File: config.mk
export PLATFORM = sky130hd
export DESIGN_NAME = control_unit
export DESIGN_NICKNAME = d
export VERILOG_FILES = /design/src/verilog/cu_pkg.sv /design/src/verilog/control_unit.sv /design/src/verilog/ctrl_encode.sv /design/src/verilog/cu_sequencer.sv /design/src/verilog/instr_decode.sv
export SDC_FILE = /design/constraint.sdc
export NUM_CORES = 1
export LEC_CHECK = 0
export BUFFER_PORTS_ARGS = -buffer_cell sky130_fd_sc_hd__buf_2
export CORE_UTILIZATION = 44
export DETAILED_ROUTE_END_ITERATION = 6
export PLACE_DENSITY = 0.79
export SETUP_SLACK_MARGIN = 0.1
export SKIP_CTS_REPAIR_TIMING = 1
export SYNTH_ARGS = -nofsm -noshare
export SYNTH_HDL_FRONTEND = slang
export SYNTH_SLANG_ARGS = --single-unit
File: constraint.sdc
create_clock -name clk -period 1.5 [get_ports clk]
set_input_delay 0.15 -clock clk [delete_from_list [all_inputs] [get_ports clk]]
set_output_delay 0.15 -clock clk [all_outputs]
set_load 0.01 [all_outputs]
File: src/verilog/cu_pkg.sv
package cu_pkg;

    // Opcodes and functs handled by the unit
    localparam logic [5:0] OP_RTYPE  = 6'h00;
    localparam logic [5:0] OP_ADDI   = 6'h08;
    localparam logic [5:0] OP_ADDIU  = 6'h09;

    localparam logic [5:0] FUNCT_ADD = 6'h20;
    localparam logic [5:0] FUNCT_AND = 6'h24;
    localparam logic [5:0] FUNCT_SUB = 6'h22;

    // Wait lengths in cycles
    localparam int FETCH_WAIT = 3;
    localparam int EXC_WAIT   = 4;
    localparam int CNT_W      = 3;

    // Same 32 bits, R format or I format
    typedef union packed {
        struct packed {
            logic [5:0] opcode;
            logic [4:0] rs;
            logic [4:0] rt;
            logic [4:0] rd;
            logic [4:0] shamt;
            logic [5:0] funct;
        } r_view;
        struct packed {
            logic [5:0]  opcode;
            logic [4:0]  rs;
            logic [4:0]  rt;
            logic [15:0] imm16;
        } i_view;
    } instr_word_t;

    typedef enum logic [2:0] {
        CLS_ADD,
        CLS_AND,
        CLS_SUB,
        CLS_ADDI,
        CLS_ADDIU,
        CLS_UNDEF
    } instr_class_t;

    typedef enum logic [3:0] {
        ST_STACK_INIT,
        ST_FETCH_WAIT,
        ST_FETCH,
        ST_DECODE,
        ST_DISPATCH,
        ST_EXEC,
        ST_WB_R,
        ST_WB_I,
        ST_EXC_OVF,
        ST_EXC_UNDEF,
        ST_EXC_ENTER
    } cu_state_t;

    // Datapath select encodings
    typedef enum logic [2:0] {ALU_ADD = 3'b001, ALU_AND = 3'b010, ALU_SUB = 3'b011} alu_op_t;
    typedef enum logic [1:0] {DST_RT = 2'b00, DST_RD = 2'b01, DST_SP = 2'b10} reg_dst_t;
    typedef enum logic [3:0] {WB_ALU = 4'b0000, WB_STACK_TOP = 4'b0100} mem_to_reg_t;
    typedef enum logic [2:0] {ADDR_PC = 3'b000, ADDR_ALU = 3'b001, ADDR_VECTOR = 3'b010} iord_t;
    typedef enum logic [1:0] {SRCA_PC = 2'b00, SRCA_A = 2'b01} alu_src_a_t;
    typedef enum logic [2:0] {SRCB_B = 3'b000, SRCB_FOUR = 3'b001, SRCB_IMM = 3'b010} alu_src_b_t;
    typedef enum logic [2:0] {PC_ALU = 3'b000, PC_VECTOR = 3'b011} pc_src_t;
    typedef enum logic [1:0] {CAUSE_UNDEF = 2'b00, CAUSE_OVF = 2'b01} cause_t;

    typedef struct packed {
        logic        pc_write;
        logic        ir_write;
        logic        a_write;
        logic        b_write;
        logic        mem_wr;
        logic        alu_out_write;
        logic        epc_write;
        logic        reg_write;
        reg_dst_t    reg_dst;
        cause_t      cause;
        alu_src_a_t  alu_src_a;
        alu_src_b_t  alu_src_b;
        alu_op_t     alu_op;
        pc_src_t     pc_src;
        iord_t       iord;
        mem_to_reg_t mem_to_reg;
    } ctrl_word_t;

    localparam ctrl_word_t CTRL_IDLE = '0;

    // Stack-top write held through reset
    localparam ctrl_word_t CTRL_STACK_INIT = '{
        pc_write:      1'b0,
        ir_write:      1'b0,
        a_write:       1'b0,
        b_write:       1'b0,
        mem_wr:        1'b0,
        alu_out_write: 1'b0,
        epc_write:     1'b0,
        reg_write:     1'b1,
        reg_dst:       DST_SP,
        cause:         CAUSE_UNDEF,
        alu_src_a:     SRCA_PC,
        alu_src_b:     SRCB_B,
        alu_op:        alu_op_t'(3'b000),
        pc_src:        PC_ALU,
        iord:          ADDR_PC,
        mem_to_reg:    WB_STACK_TOP
    };

    // Register-format classes take B and write rd
    function automatic logic is_rfmt(instr_class_t c);
        return (c == CLS_ADD) || (c == CLS_AND) || (c == CLS_SUB);
    endfunction

endpackage

File: src/verilog/control_unit.sv
`timescale 1ns/10ps

module control_unit import cu_pkg::*; (
    input  logic        clk,
    input  logic        reset,
    input  instr_word_t instr,
    input  logic        ov,
    output ctrl_word_t  ctrl
);

    cu_state_t    state;
    instr_class_t cls;

    instr_decode instr_decode_inst (
        .clk   (clk),
        .reset (reset),
        .instr (instr),
        .state (state),
        .cls   (cls)
    );

    cu_sequencer cu_sequencer_inst (
        .clk   (clk),
        .reset (reset),
        .cls   (cls),
        .ov    (ov),
        .state (state)
    );

    // Registered, one cycle behind state
    ctrl_encode ctrl_encode_inst (
        .clk   (clk),
        .reset (reset),
        .state (state),
        .cls   (cls),
        .ov    (ov),
        .ctrl  (ctrl)
    );

endmodule

File: src/verilog/ctrl_encode.sv
`timescale 1ns/10ps

module ctrl_encode import cu_pkg::*; (
    input  logic         clk,
    input  logic         reset,
    input  cu_state_t    state,
    input  instr_class_t cls,
    input  logic         ov,
    output ctrl_word_t   ctrl
);

    ctrl_word_t word;

    always_comb begin
        word = CTRL_IDLE;
        case (state)
            ST_STACK_INIT: begin
                word = CTRL_STACK_INIT;
            end
            ST_FETCH_WAIT, ST_FETCH, ST_DECODE: begin
                // PC + 4 while memory is read at PC
                word.iord      = ADDR_PC;
                word.alu_src_a = SRCA_PC;
                word.alu_src_b = SRCB_FOUR;
                word.alu_op    = ALU_ADD;
                if (state != ST_FETCH_WAIT) begin
                    word.pc_write = 1'b1;
                    word.ir_write = 1'b1;
                    word.mem_wr   = 1'b1;
                end
                if (state == ST_DECODE) begin
                    word.a_write = 1'b1;
                    word.b_write = 1'b1;
                end
            end
            ST_EXEC: begin
                word.alu_src_a     = SRCA_A;
                word.alu_src_b     = is_rfmt(cls) ? SRCB_B : SRCB_IMM;
                word.alu_out_write = 1'b1;
                case (cls)
                    CLS_AND: begin
                        word.alu_op = ALU_AND;
                    end
                    CLS_SUB: begin
                        word.alu_op = ALU_SUB;
                    end
                    default: begin
                        word.alu_op = ALU_ADD;
                    end
                endcase
            end
            ST_WB_R, ST_WB_I: begin
                // Overflow suppresses the register write
                if (!ov) begin
                    word.reg_write  = 1'b1;
                    word.reg_dst    = (state == ST_WB_R) ? DST_RD : DST_RT;
                    word.mem_to_reg = WB_ALU;
                end
            end
            ST_EXC_OVF: begin
                word.cause = CAUSE_OVF;
                word.iord  = ADDR_VECTOR;
            end
            ST_EXC_UNDEF: begin
                word.cause = CAUSE_UNDEF;
                word.iord  = ADDR_VECTOR;
            end
            ST_EXC_ENTER: begin
                word.epc_write = 1'b1;
                word.pc_write  = 1'b1;
                word.pc_src    = PC_VECTOR;
                // ctrl still holds the wait-state word here
                word.cause     = ctrl.cause;
            end
            default: begin
                word = CTRL_IDLE;
            end
        endcase
    end

    always_ff @(posedge clk) begin
        if (reset) begin
            ctrl <= CTRL_STACK_INIT;
        end else begin
            ctrl <= word;
        end
    end

    epc_with_pc_a: assert property (
        @(posedge clk) disable iff (reset)
        ctrl.epc_write |-> ctrl.pc_write && (ctrl.pc_src == PC_VECTOR)
    );

    // No register write at entry, nor in the write-back slot before the wait
    no_wb_on_exc_a: assert property (
        @(posedge clk) disable iff (reset)
        ctrl.epc_write |-> !ctrl.reg_write && !$past(ctrl.reg_write, EXC_WAIT + 1)
    );

endmodule

File: src/verilog/cu_sequencer.sv
`timescale 1ns/10ps

module cu_sequencer import cu_pkg::*; (
    input  logic         clk,
    input  logic         reset,
    input  instr_class_t cls,
    input  logic         ov,
    output cu_state_t    state
);

    cu_state_t        state_next;
    logic [CNT_W-1:0] cnt;
    logic             fetch_done;
    logic             exc_done;

    assign fetch_done = (cnt == CNT_W'(FETCH_WAIT - 1));
    assign exc_done   = (cnt == CNT_W'(EXC_WAIT - 1));

    always_comb begin
        state_next = state;
        case (state)
            ST_STACK_INIT: begin
                state_next = ST_FETCH_WAIT;
            end
            ST_FETCH_WAIT: begin
                if (fetch_done) begin
                    state_next = ST_FETCH;
                end
            end
            ST_FETCH: begin
                state_next = ST_DECODE;
            end
            ST_DECODE: begin
                state_next = ST_DISPATCH;
            end
            ST_DISPATCH: begin
                // Class is valid from here on
                if (cls == CLS_UNDEF) begin
                    state_next = ST_EXC_UNDEF;
                end else begin
                    state_next = ST_EXEC;
                end
            end
            ST_EXEC: begin
                if (is_rfmt(cls)) begin
                    state_next = ST_WB_R;
                end else begin
                    state_next = ST_WB_I;
                end
            end
            ST_WB_R, ST_WB_I: begin
                if (ov) begin
                    state_next = ST_EXC_OVF;
                end else begin
                    state_next = ST_FETCH_WAIT;
                end
            end
            ST_EXC_OVF, ST_EXC_UNDEF: begin
                if (exc_done) begin
                    state_next = ST_EXC_ENTER;
                end
            end
            ST_EXC_ENTER: begin
                state_next = ST_FETCH_WAIT;
            end
            default: begin
                state_next = ST_FETCH_WAIT;
            end
        endcase
    end

    always_ff @(posedge clk) begin
        if (reset) begin
            state <= ST_STACK_INIT;
        end else begin
            state <= state_next;
        end
    end

    // Restarts on every state change
    always_ff @(posedge clk) begin
        if (reset) begin
            cnt <= '0;
        end else if (state_next != state) begin
            cnt <= '0;
        end else begin
            cnt <= cnt + 1'b1;
        end
    end

    property exc_wait_bound(cu_state_t s);
        @(posedge clk) disable iff (reset)
        (state == s) && ($past(state) != s) |->
            (state == s) [*EXC_WAIT] ##1 (state == ST_EXC_ENTER);
    endproperty

    state_legal_a: assert property (
        @(posedge clk) disable iff (reset)
        !$isunknown(state) && state inside {
            ST_STACK_INIT, ST_FETCH_WAIT, ST_FETCH, ST_DECODE, ST_DISPATCH,
            ST_EXEC, ST_WB_R, ST_WB_I, ST_EXC_OVF, ST_EXC_UNDEF, ST_EXC_ENTER
        }
    );

    exc_ovf_wait_a: assert property (exc_wait_bound(ST_EXC_OVF));

    exc_undef_wait_a: assert property (exc_wait_bound(ST_EXC_UNDEF));

    exc_enter_exit_a: assert property (
        @(posedge clk) disable iff (reset)
        (state == ST_EXC_ENTER) |=> (state == ST_FETCH_WAIT)
    );

endmodule

File: src/verilog/instr_decode.sv
`timescale 1ns/10ps

module instr_decode import cu_pkg::*; (
    input  logic         clk,
    input  logic         reset,
    input  instr_word_t  instr,
    input  cu_state_t    state,
    output instr_class_t cls
);

    instr_class_t cls_next;

    always_comb begin
        cls_next = CLS_UNDEF;
        case (instr.i_view.opcode)
            OP_RTYPE: begin
                // Only the funct field picks the R operation
                case (instr.r_view.funct)
                    FUNCT_ADD: begin
                        cls_next = CLS_ADD;
                    end
                    FUNCT_AND: begin
                        cls_next = CLS_AND;
                    end
                    FUNCT_SUB: begin
                        cls_next = CLS_SUB;
                    end
                    default: begin
                        cls_next = CLS_UNDEF;
                    end
                endcase
            end
            OP_ADDI: begin
                cls_next = CLS_ADDI;
            end
            OP_ADDIU: begin
                cls_next = CLS_ADDIU;
            end
            default: begin
                cls_next = CLS_UNDEF;
            end
        endcase
    end

    // Held for the rest of the instruction
    always_ff @(posedge clk) begin
        if (reset) begin
            cls <= CLS_UNDEF;
        end else if (state == ST_DECODE) begin
            cls <= cls_next;
        end
    end

endmodule

==> impl_results.md, run 1 <==
* Status: finished, final reports clean
* Most frequent cell after synthesis: dfxtp_1
* PortBufs at 34
* Unrepaired setup endpoints after global routing: yes
* I/O pin cnt at 65
* Arr. time, crit path at about 1.6 ns
* Startpoint types: flip-flop
* Detail Route Antenna Nets at 0
* Clock Pin Slew Worst Setup and Hold Paths at ~0.13 ns
* Synth cell count leaders: dfxtp_1 (24), buf_4 (16), a21oi_1 (8), nor3_1 (8)
* Finished Layout Cells at 194
* R2R Setup Slk at 0.09 ns
* Drt pass-1 iters at 4
* Rows at 18
* Placed Cells at 188
* Min Hold Slack at 0.0695 ns
* Global-route wire length before repair at 3.80 mm
* Max Clock Skew at between 0.008 and 0.009 ns
* P_leak at 0.642 nW
* H-tree depth at 1
* Area grow syn2layout at 17.9%
* Final Max Tran Viols at 0
* Vias in the first global route at between 900 and 1k
* Hold Path Class: in -> reg
* Vias at roughly 1.0k
* FF+latch count, synth at 24
* Setup TNS at 0 ns
* Total chip power at 1.34 mW
* Crit path time final at 1.41 ns
* Floorplan core area at 2540 um2
* Fin util at 56.0%
* Final Hold Viols at 0
* Fmax at ~710 MHz
* Final wirelength at between 2 and 2.5 mm
* Peak supply drop at 515 uV
* CTS Buf Count at 3
* Cell variety after synth at 47
* Area after DPL at 1320 um2
* GRT Util Overall at between 15 and 20%
* Max_cap viols at 0
* Crit end category: flip-flop
* Fin area at 1430 um2
* Antenna diodes at 0
* Drt wl/cell at 12.1 um
* Cells along the critical path: nor4bb_2 -> o32ai_1 -> o21ai_1 -> nor3_1
* Layout Nets at between 200 and 250
* Initial antenna violation count at 0
* Vias per cell at 5.34
* Ys async rst share at 0%
* Top cells by area, synth: dfxtp_1 (40%), buf_4 (9.9%), a21oi_1 (3.3%), nor3_1 (3.3%), ha_1 (3.1%)
* Req. time, crit path at ~1.7 ns
* Number of synthesized flops with an enable pin at 0
* Root Buffer Master: clkbuf_4
* Setup CP Type: reg -> reg
* Initial DRC count at 13
* Synth Warn # at 0
* Setup violators final at 0
* Clock Path Buffers at 2
* Clk sinks at 24
* PwrDens at approximately 940 nW/um2
* Tcrit/Tclk final at around 94%
* Dpl ws at 0.0778 ns
* Yosys top cell area share at 39.7%
* Syn_area_per_cell at about 9 um2
* Crit-path max cell delay at 0.45 ns
* Cell taking the most area after synthesis: dfxtp_1
* Maximum net fanout on the critical path at 6
* PnR worst setup slack at between 0.09 and 0.1 ns
* Gpl congestion at 0.828
* Largest net degree at the start of global routing at 16
* DRC viols at 0
* Grt ovf at 0
* DP HPWL at around 1.7 mm
* Top FF cell, synth: dfxtp_1
* CTS tree: yes
* Synth Cell Area at 1210 um2
* Die W at 54.4 um
* Syn Inst Count at 134
* Slowest stage cell, crit path: dfxtp_1
* Later-pin clock latency in the skew report at 0.32 ns
* Die Area at slightly below 3000 um2
* Sequential element share of the synthesized area at slightly below 40%
* Chip Height at between 50 and 60 um
* Initial Utilization at 47.5%
* Fraction of layout cells with a size suffix above 1 at 40.2%
==> critical path: cells and delay by family, from the launching register on <==
| kind | cells | cell delay, ns |
|---|---|---|
| simple gates | 2 | 0.52 |
| flops | 1 | 0.45 |
| compound gates | 2 | 0.32 |
==> final cells by class <==
type                    instances  area, um2
repair buffers                 40        215
clock buffers                   3       22.5
flip-flops and latches         24        490
well taps                      30       37.5
clock inverters                 1       30.0
fillers                       237       1120
inverters                       8       30.0
multi-input cells              88        601
==> metal layers <==
metal  vias up  track usage [%]  share of wire [%]  routed length, um
met2        41             31.3                 49               1140
met5         -                0                  0                  0
met4         0             10.7                4.1                 96
li1        502                -                  -                  -
met1       482             20.6                 42                992
met3        11             2.50                4.6                108
==> logic make-up after synthesis <==
group	Yosys count	synth area share, %
adder cells (fa/ha/maj)	3	3.10
other	1	0.310
AO/OA/AOI/OAI	27	15.0
XOR/XNOR	2	1.45
flip-flops	24	39.7
AND/OR/NAND/NOR	45	23.3
buffers and inverters	31	16.2
multiplexers	1	0.931
==> cell usage in the layout (no fill, tap or decap), drive strengths merged, types with 2 or more instances in the layout <==
| cell | netlist | routed |
|---|---|---|
| a21oi | 8 | 8 |
| and2 | 2 | 2 |
| a31o | 2 | 2 |
| clkbuf | 1 | 3 |
| dfxtp | 24 | 24 |
| ha | 3 | 3 |
| nor2 | 7 | 7 |
| nor4 | 4 | 4 |
| nor3 | 9 | 9 |
| inv | 8 | 8 |
| buf | 22 | 40 |
| nand2b | 3 | 3 |
| o32ai | 2 | 2 |
| a31oi | 2 | 2 |
| conb | 1 | 10 |
| nor2b | 4 | 4 |
| nand2 | 6 | 6 |
| o21ai | 4 | 4 |
| nand3 | 2 | 2 |
==> flip-flops by register name, summed over array words and instances, names as in the netlist <==
name and count:
instr_decode_inst.cls 3, ctrl_encode_inst.ctrl 14, cu_sequencer_inst.cnt 3, cu_sequencer_inst.state 4
==> power by group <==
part | switching (mW) | internal (mW) | total [mW] | leakage (nW)
Combinational | 0.101 | 0.0849 | 0.186 | 0.416
Sequential | 0.0303 | 0.666 | 0.697 | 0.198
Clock | 0.187 | 0.270 | 0.457 | 0.0279
Total | 0.318 | 1.02 | 1.34 | 0.642
==> final timing paths <==
check	start	to	cells past startpoint
max	instr_decode_inst.cls[0]	cu_sequencer_inst.cnt[0]	4
min	instr[26]	instr_decode_inst.cls[1]	2
max reg2reg	instr_decode_inst.cls[0]	cu_sequencer_inst.cnt[0]	4
min reg2reg	cu_sequencer_inst.cnt[0]	cu_sequencer_inst.cnt[0]	1
(Power assumes the default switching activity.)
==> run 2: changes to the inputs <==
--- a/config.mk
+++ b/config.mk
@@ -6,9 +6,9 @@
 export NUM_CORES = 1
 export LEC_CHECK = 0
 export BUFFER_PORTS_ARGS = -buffer_cell sky130_fd_sc_hd__buf_2
-export CORE_UTILIZATION = 44
+export CORE_UTILIZATION = 47
 export DETAILED_ROUTE_END_ITERATION = 6
-export PLACE_DENSITY = 0.79
+export PLACE_DENSITY = 0.83
 export SETUP_SLACK_MARGIN = 0.1
 export SKIP_CTS_REPAIR_TIMING = 1
 export SYNTH_ARGS = -nofsm -noshare
==> constraint.sdc (replaced) <==
create_clock -name clk -period 1.66 [get_ports clk]
set_input_delay 0.166 -clock clk [delete_from_list [all_inputs] [get_ports clk]]
set_output_delay 0.166 -clock clk [all_outputs]
set_load 0.01 [all_outputs]
==> run 2 against run 1 <==
  * The run now ends with design-rule violations left
  * Global-route usage down 0.99 points
  * Utilization shrank 2.4 points
  * Critical path depth unchanged
  * Sequential share of layout area grew 2.3 points
  * Die area shrank 6.2%
  * Count of clock-buffer cells in the layout unchanged
  * Combinational power fell by 18%
  * First-iteration DRC count increased to 3.7 times the previous value
  * Critical path type unchanged
  * Largest power group unchanged
==> impl_results.md, run 2 (synthesized netlist as in run 1, its figures left out) <==
* Status: complete, but fails checks
* Initial DRC count at 48
* Final wirelength at 2.13 mm
* I/O pin cnt at 65
* Grt ovf at 0
* GRT Util Overall at 17.0%
* DRC viols at 1
* CTS tree: yes
* PwrDens at about 770 nW/um2
* Req. time, crit path at roughly 1.9 ns
* Clock Pin Slew Worst Setup and Hold Paths at between 0.1 and 0.15 ns
* Unrepaired setup endpoints after global routing: no
* Initial antenna violation count at 0
* Rows at 18
* Largest registers: ctrl_encode_inst.ctrl x14, cu_sequencer_inst.state x4
* Top reg by flops: ctrl_encode_inst.ctrl
* Crit path time final at 1.47 ns
* Max reg flops at 14
* Fraction of layout cells with a size suffix above 1 at 30.4%
* Chip Height at 52.7 um
* Area grow syn2layout at 8.89%
* Finished Layout Cells at around 190
* Gpl congestion at 0.912
* Placed Cells at 185
* Detail Route Antenna Nets at 0
* Setup CP Type: reg -> reg
* H-tree depth at 1
* Multi-input logic area at 567 um2
* Drt pass-1 iters at 7
* Setup violators final at 0
* Min Hold Slack at 0.0980 ns
* Antenna diodes at 0
* Drt wl/cell at 11.3 um
* Max Clock Skew at 0.00860 ns
* DP HPWL at 1.65 mm
* Final Max Tran Viols at 0
* Fin area at ~1300 um2
* Vias at 1003
* Most frequent cells in the layout: buf_2 (34), dfxtp_1 (22), conb_1 (10), nor3_1 (8), a21oi_1 (8)
* PortBufs at 34
* Later-pin clock latency in the skew report at 0.30 ns
* Failing checks: design-rule violations
* Tcrit/Tclk final at 88.4%
* Slew @ Worst Pin at 0.528 ns
* Storage cell area at slightly below 500 um2
* Peak supply drop at 564 uV
* Clk sinks at 24
* Setup TNS at 0 ns
* Clock Path Buffers at 2
* Root Buffer Master: clkbuf_4
* Die W at 52.7 um
* Final Hold Viols at 0
* Fillers at 218
* CTS Buf Count at 3
* Vias per cell at 5.34
* P_leak at 0.599 nW
* Crit end category: flip-flop
* Floorplan core area at 2450 um2
* Global-route wire length before repair at 3.59 mm
* Largest net degree at the start of global routing at 18
* Leading cell type in the layout, fill and taps excluded: buf_2
* Initial Utilization at between 40% and 50%
* Max_cap viols at 0
* Arr. time, crit path at 1.67 ns
* Die Area at around 2800 um2
* Fin util at 53.7%
* Fmax at 681 MHz
* Vias in the first global route at 892
* Area after DPL at 1290 um2
* Layout Nets at 198
* Hold Path Class: in -> reg
* Max-slew headroom at 64.8%
* Startpoint types: flip-flop
* Maximum net fanout on the critical path at 15
[run 2: cell types whose count changed in the layout (fill, tap and decap cells not counted), sizes merged]
cell and delta:
bufinv -1, buf -5
[run 2: area by class of cell]
type | instances | area share (%)
flip-flops and latches | 24 | 36.7
multi-input cells | 88 | 43.0
repair buffers | 35 | 13.5
clock buffers | 3 | 1.71
inverters | 8 | 2.28
well taps | 30 | 2.85
[run 2: where the power goes]
part	internal [mW]	total [mW]	switching [mW]
Clock	0.0845	0.237	0.153
Combinational	0.0680	0.152	0.0839
Sequential	0.601	0.628	0.0265
Total	0.754	1.02	0.263
[run 2: path summary, 6_finish.rpt]
path | from | endpoint | slack, ns | depth (start not counted)
min reg2reg | cu_sequencer_inst.cnt[0] | cu_sequencer_inst.cnt[0] | 0.47 | 1
max | cu_sequencer_inst.state[2] | instr_decode_inst.cls[2] | 0.19 | 4
max reg2reg | cu_sequencer_inst.state[2] | instr_decode_inst.cls[2] | 0.19 | 4
min | instr[26] | instr_decode_inst.cls[1] | 0.1 | 2
[run 2: through the flow]
| step | power (mW) | worst slack [ns] |
|---|---|---|
| finish | 1.02 | 0.192 |
| global route | 1.07 | 0.107 |
| CTS | 1.03 | 0.0411 |
| detailed placement | 0.791 | 0.0694 |
| global placement | 0.785 | 0.176 |
| floorplan | 0.759 | 0.424 |
[run 2: worst max-delay path: stages, from the launching register on]
cell     delay (ns)
dfxtp_1        0.49
nor3_2         0.27
and3_4         0.21
nand2_2        0.06
o32a_1         0.33
[run 2: routing by layer]
| metal | routed length, um | GRT usage [%] | share of wire, % |
|---|---|---|---|
| met3 | 134 | 2.32 | 6.3 |
| met1 | 818 | 19.0 | 38 |
| met2 | 1140 | 32.1 | 54 |
| met4 | 33 | 5.70 | 1.5 |
| met5 | 0 | 0 | 0 |
==> run 3: changes to the inputs <==
--- a/config.mk
+++ b/config.mk
@@ -9,6 +9,7 @@
 export CORE_UTILIZATION = 47
 export DETAILED_ROUTE_END_ITERATION = 6
 export PLACE_DENSITY = 0.83
+export RECOVER_POWER = 50
 export SETUP_SLACK_MARGIN = 0.1
 export SKIP_CTS_REPAIR_TIMING = 1
 export SYNTH_ARGS = -nofsm -noshare
==> run 3 against run 2 <==
  * The flow still finishes with violations (design-rule violations)
  * Highest routed layer unchanged
  * Sequential share of layout area up 0.86 points
  * Wire length up 1.4%
  * Non-clock buffer count unchanged
  * Critical endpoint unchanged
  * Global-route usage unchanged
  * Largest power group unchanged
==> impl_results.md, run 3 (synthesized netlist as in run 1, its figures left out) <==
* Later-pin clock latency in the skew report at approximately 0.3 ns
* Vias per cell at 5.39
* Largest net degree at the start of global routing at 18
* Fillers at 235
* Final Hold Viols at 0
* Area grow syn2layout at 6.41%
* I/O pin cnt at 65
* Layout Nets at 198
* Slowest stage cell, crit path: dfxtp_1
* Drt wl/cell at 11.5 um
* Max-slew headroom at 66.2%
* Global-route wire length before repair at ~3.6 mm
* Crit path time final at 1.51 ns
* Tcrit/Tclk final at between 90% and 100%
* Fmax at 661 MHz
* Final wirelength at 2.16 mm
* Die W at 52.7 um
* Req. time, crit path at ~1.9 ns
* Failing checks: design-rule violations
* Fraction of layout cells with a size suffix above 1 at 17.1%
* Die Area at around 2800 um2
* Max reg flops at 14
* Clock Path Buffers at 2
* Setup violators final at 0
* Initial Utilization at 49.3%
* Clock Pin Slew Worst Setup and Hold Paths at 0.12 ns
* Startpoint types: flip-flop
* Final Max Tran Viols at 0
* GRT Util Overall at 17.0%
* Crit end category: flip-flop
* Arr. time, crit path at 1.72 ns
* Top reg by flops: ctrl_encode_inst.ctrl
* P_leak at 0.517 nW
* Min Hold Slack at ~0.097 ns
* PortBufs at 34
* Leading cell type in the layout, fill and taps excluded: dfxtp_1
* Vias in the first global route at 892
* Floorplan core area at approximately 2500 um2
* Clk sinks at 24
* Maximum net fanout on the critical path at 15
* Drt pass-1 iters at 7
* H-tree depth at 1
* Multi-input logic area at 562 um2
* Status: complete, but fails checks
* Largest registers: ctrl_encode_inst.ctrl x14, cu_sequencer_inst.state x4
* Vias at 1013
* PwrDens at just under 800 nW/um2
* CTS tree: yes
* Unrepaired setup endpoints after global routing: no
* Cells along the critical path: nor3_1 -> and3_4 -> nand2_2 -> o32a_1
* Detail Route Antenna Nets at 0
* DRC viols at 1
* Peak supply drop at 566 uV
* Max_cap viols at 0
* DP HPWL at 1.65 mm
* Antenna diodes at 0
* Storage cell area at 483 um2
* Crit-path max cell delay at 0.49 ns
* Rows at 18
* Grt ovf at 0
* Setup CP Type: reg -> reg
* Most frequent cells in the layout: dfxtp_1 (22), clkbuf_1 (20), buf_2 (14), conb_1 (10), nor3_1 (9)
* CTS Buf Count at 3
* Root Buffer Master: clkbuf_4
* Initial antenna violation count at 0
* Max Clock Skew at 0.00939 ns
* Chip Height at 52.7 um
* Slew @ Worst Pin at just over 0.5 ns
* Gpl congestion at 0.912
* Setup TNS at 0 ns
* Hold Path Class: in -> reg
* Initial DRC count at 50
[run 3: cell count changes in the layout (fill, tap and decap cells not counted), sizes merged]
cell and delta:
clkbuf +20, buf -20
[run 3: layout make-up]
| class | instances | share of cell area [%] |
|---|---|---|
| inverter | 8 | 2.33 |
| multi-input combinational | 88 | 43.6 |
| timing repair buffer | 35 | 11.9 |
| sequential | 24 | 37.5 |
| clock buffer | 3 | 1.75 |
| tap | 30 | 2.92 |
[run 3: where the power goes]
| group | internal, mW | leakage [nW] | switching [mW] |
|---|---|---|---|
| registers | 0.601 | 0.196 | 0.0274 |
| logic | 0.0631 | 0.307 | 0.0837 |
| clock network | 0.0845 | 0.0138 | 0.154 |
[run 3: layer usage]
metal,GRT usage [%],share of wire (%),up-vias
met3,2.32,6.8,4
met1,19.0,38,473
met5,0,0,-
met4,5.70,1.5,0
li1,-,-,490
met2,32.1,53,46
[run 3: worst max-delay path, delay by kind of cell (launching register included)]
family | cells | cell delay [ns]
simple gates | 3 | 0.60
flops | 1 | 0.49
compound gates | 1 | 0.33
[run 3: through the flow]
stage / setup WS (ns) / util (%) / std cells / total power [mW] / area (um2)
CTS: 0.0411 / 53.6 / 188 / 1.03 / 1320
floorplan: 0.424 / - / 143 / 0.759 / 1240
finish: 0.146 / 52.4 / 188 / 1.01 / 1290
global route: 0.0559 / 52.4 / 188 / 1.07 / 1290
detailed placement: 0.0694 / 52.7 / 185 / 0.791 / 1290
global placement: 0.176 / 52.7 / 185 / 0.785 / 1290
[run 3: worst paths after layout]
kind	startpoint	to	slack, ns	cells after the start
min reg2reg	cu_sequencer_inst.cnt[0]	cu_sequencer_inst.cnt[0]	0.47	1
min	instr[26]	instr_decode_inst.cls[1]	0.1	2
max reg2reg	cu_sequencer_inst.state[2]	instr_decode_inst.cls[2]	0.15	4
max	cu_sequencer_inst.state[2]	instr_decode_inst.cls[2]	0.15	4
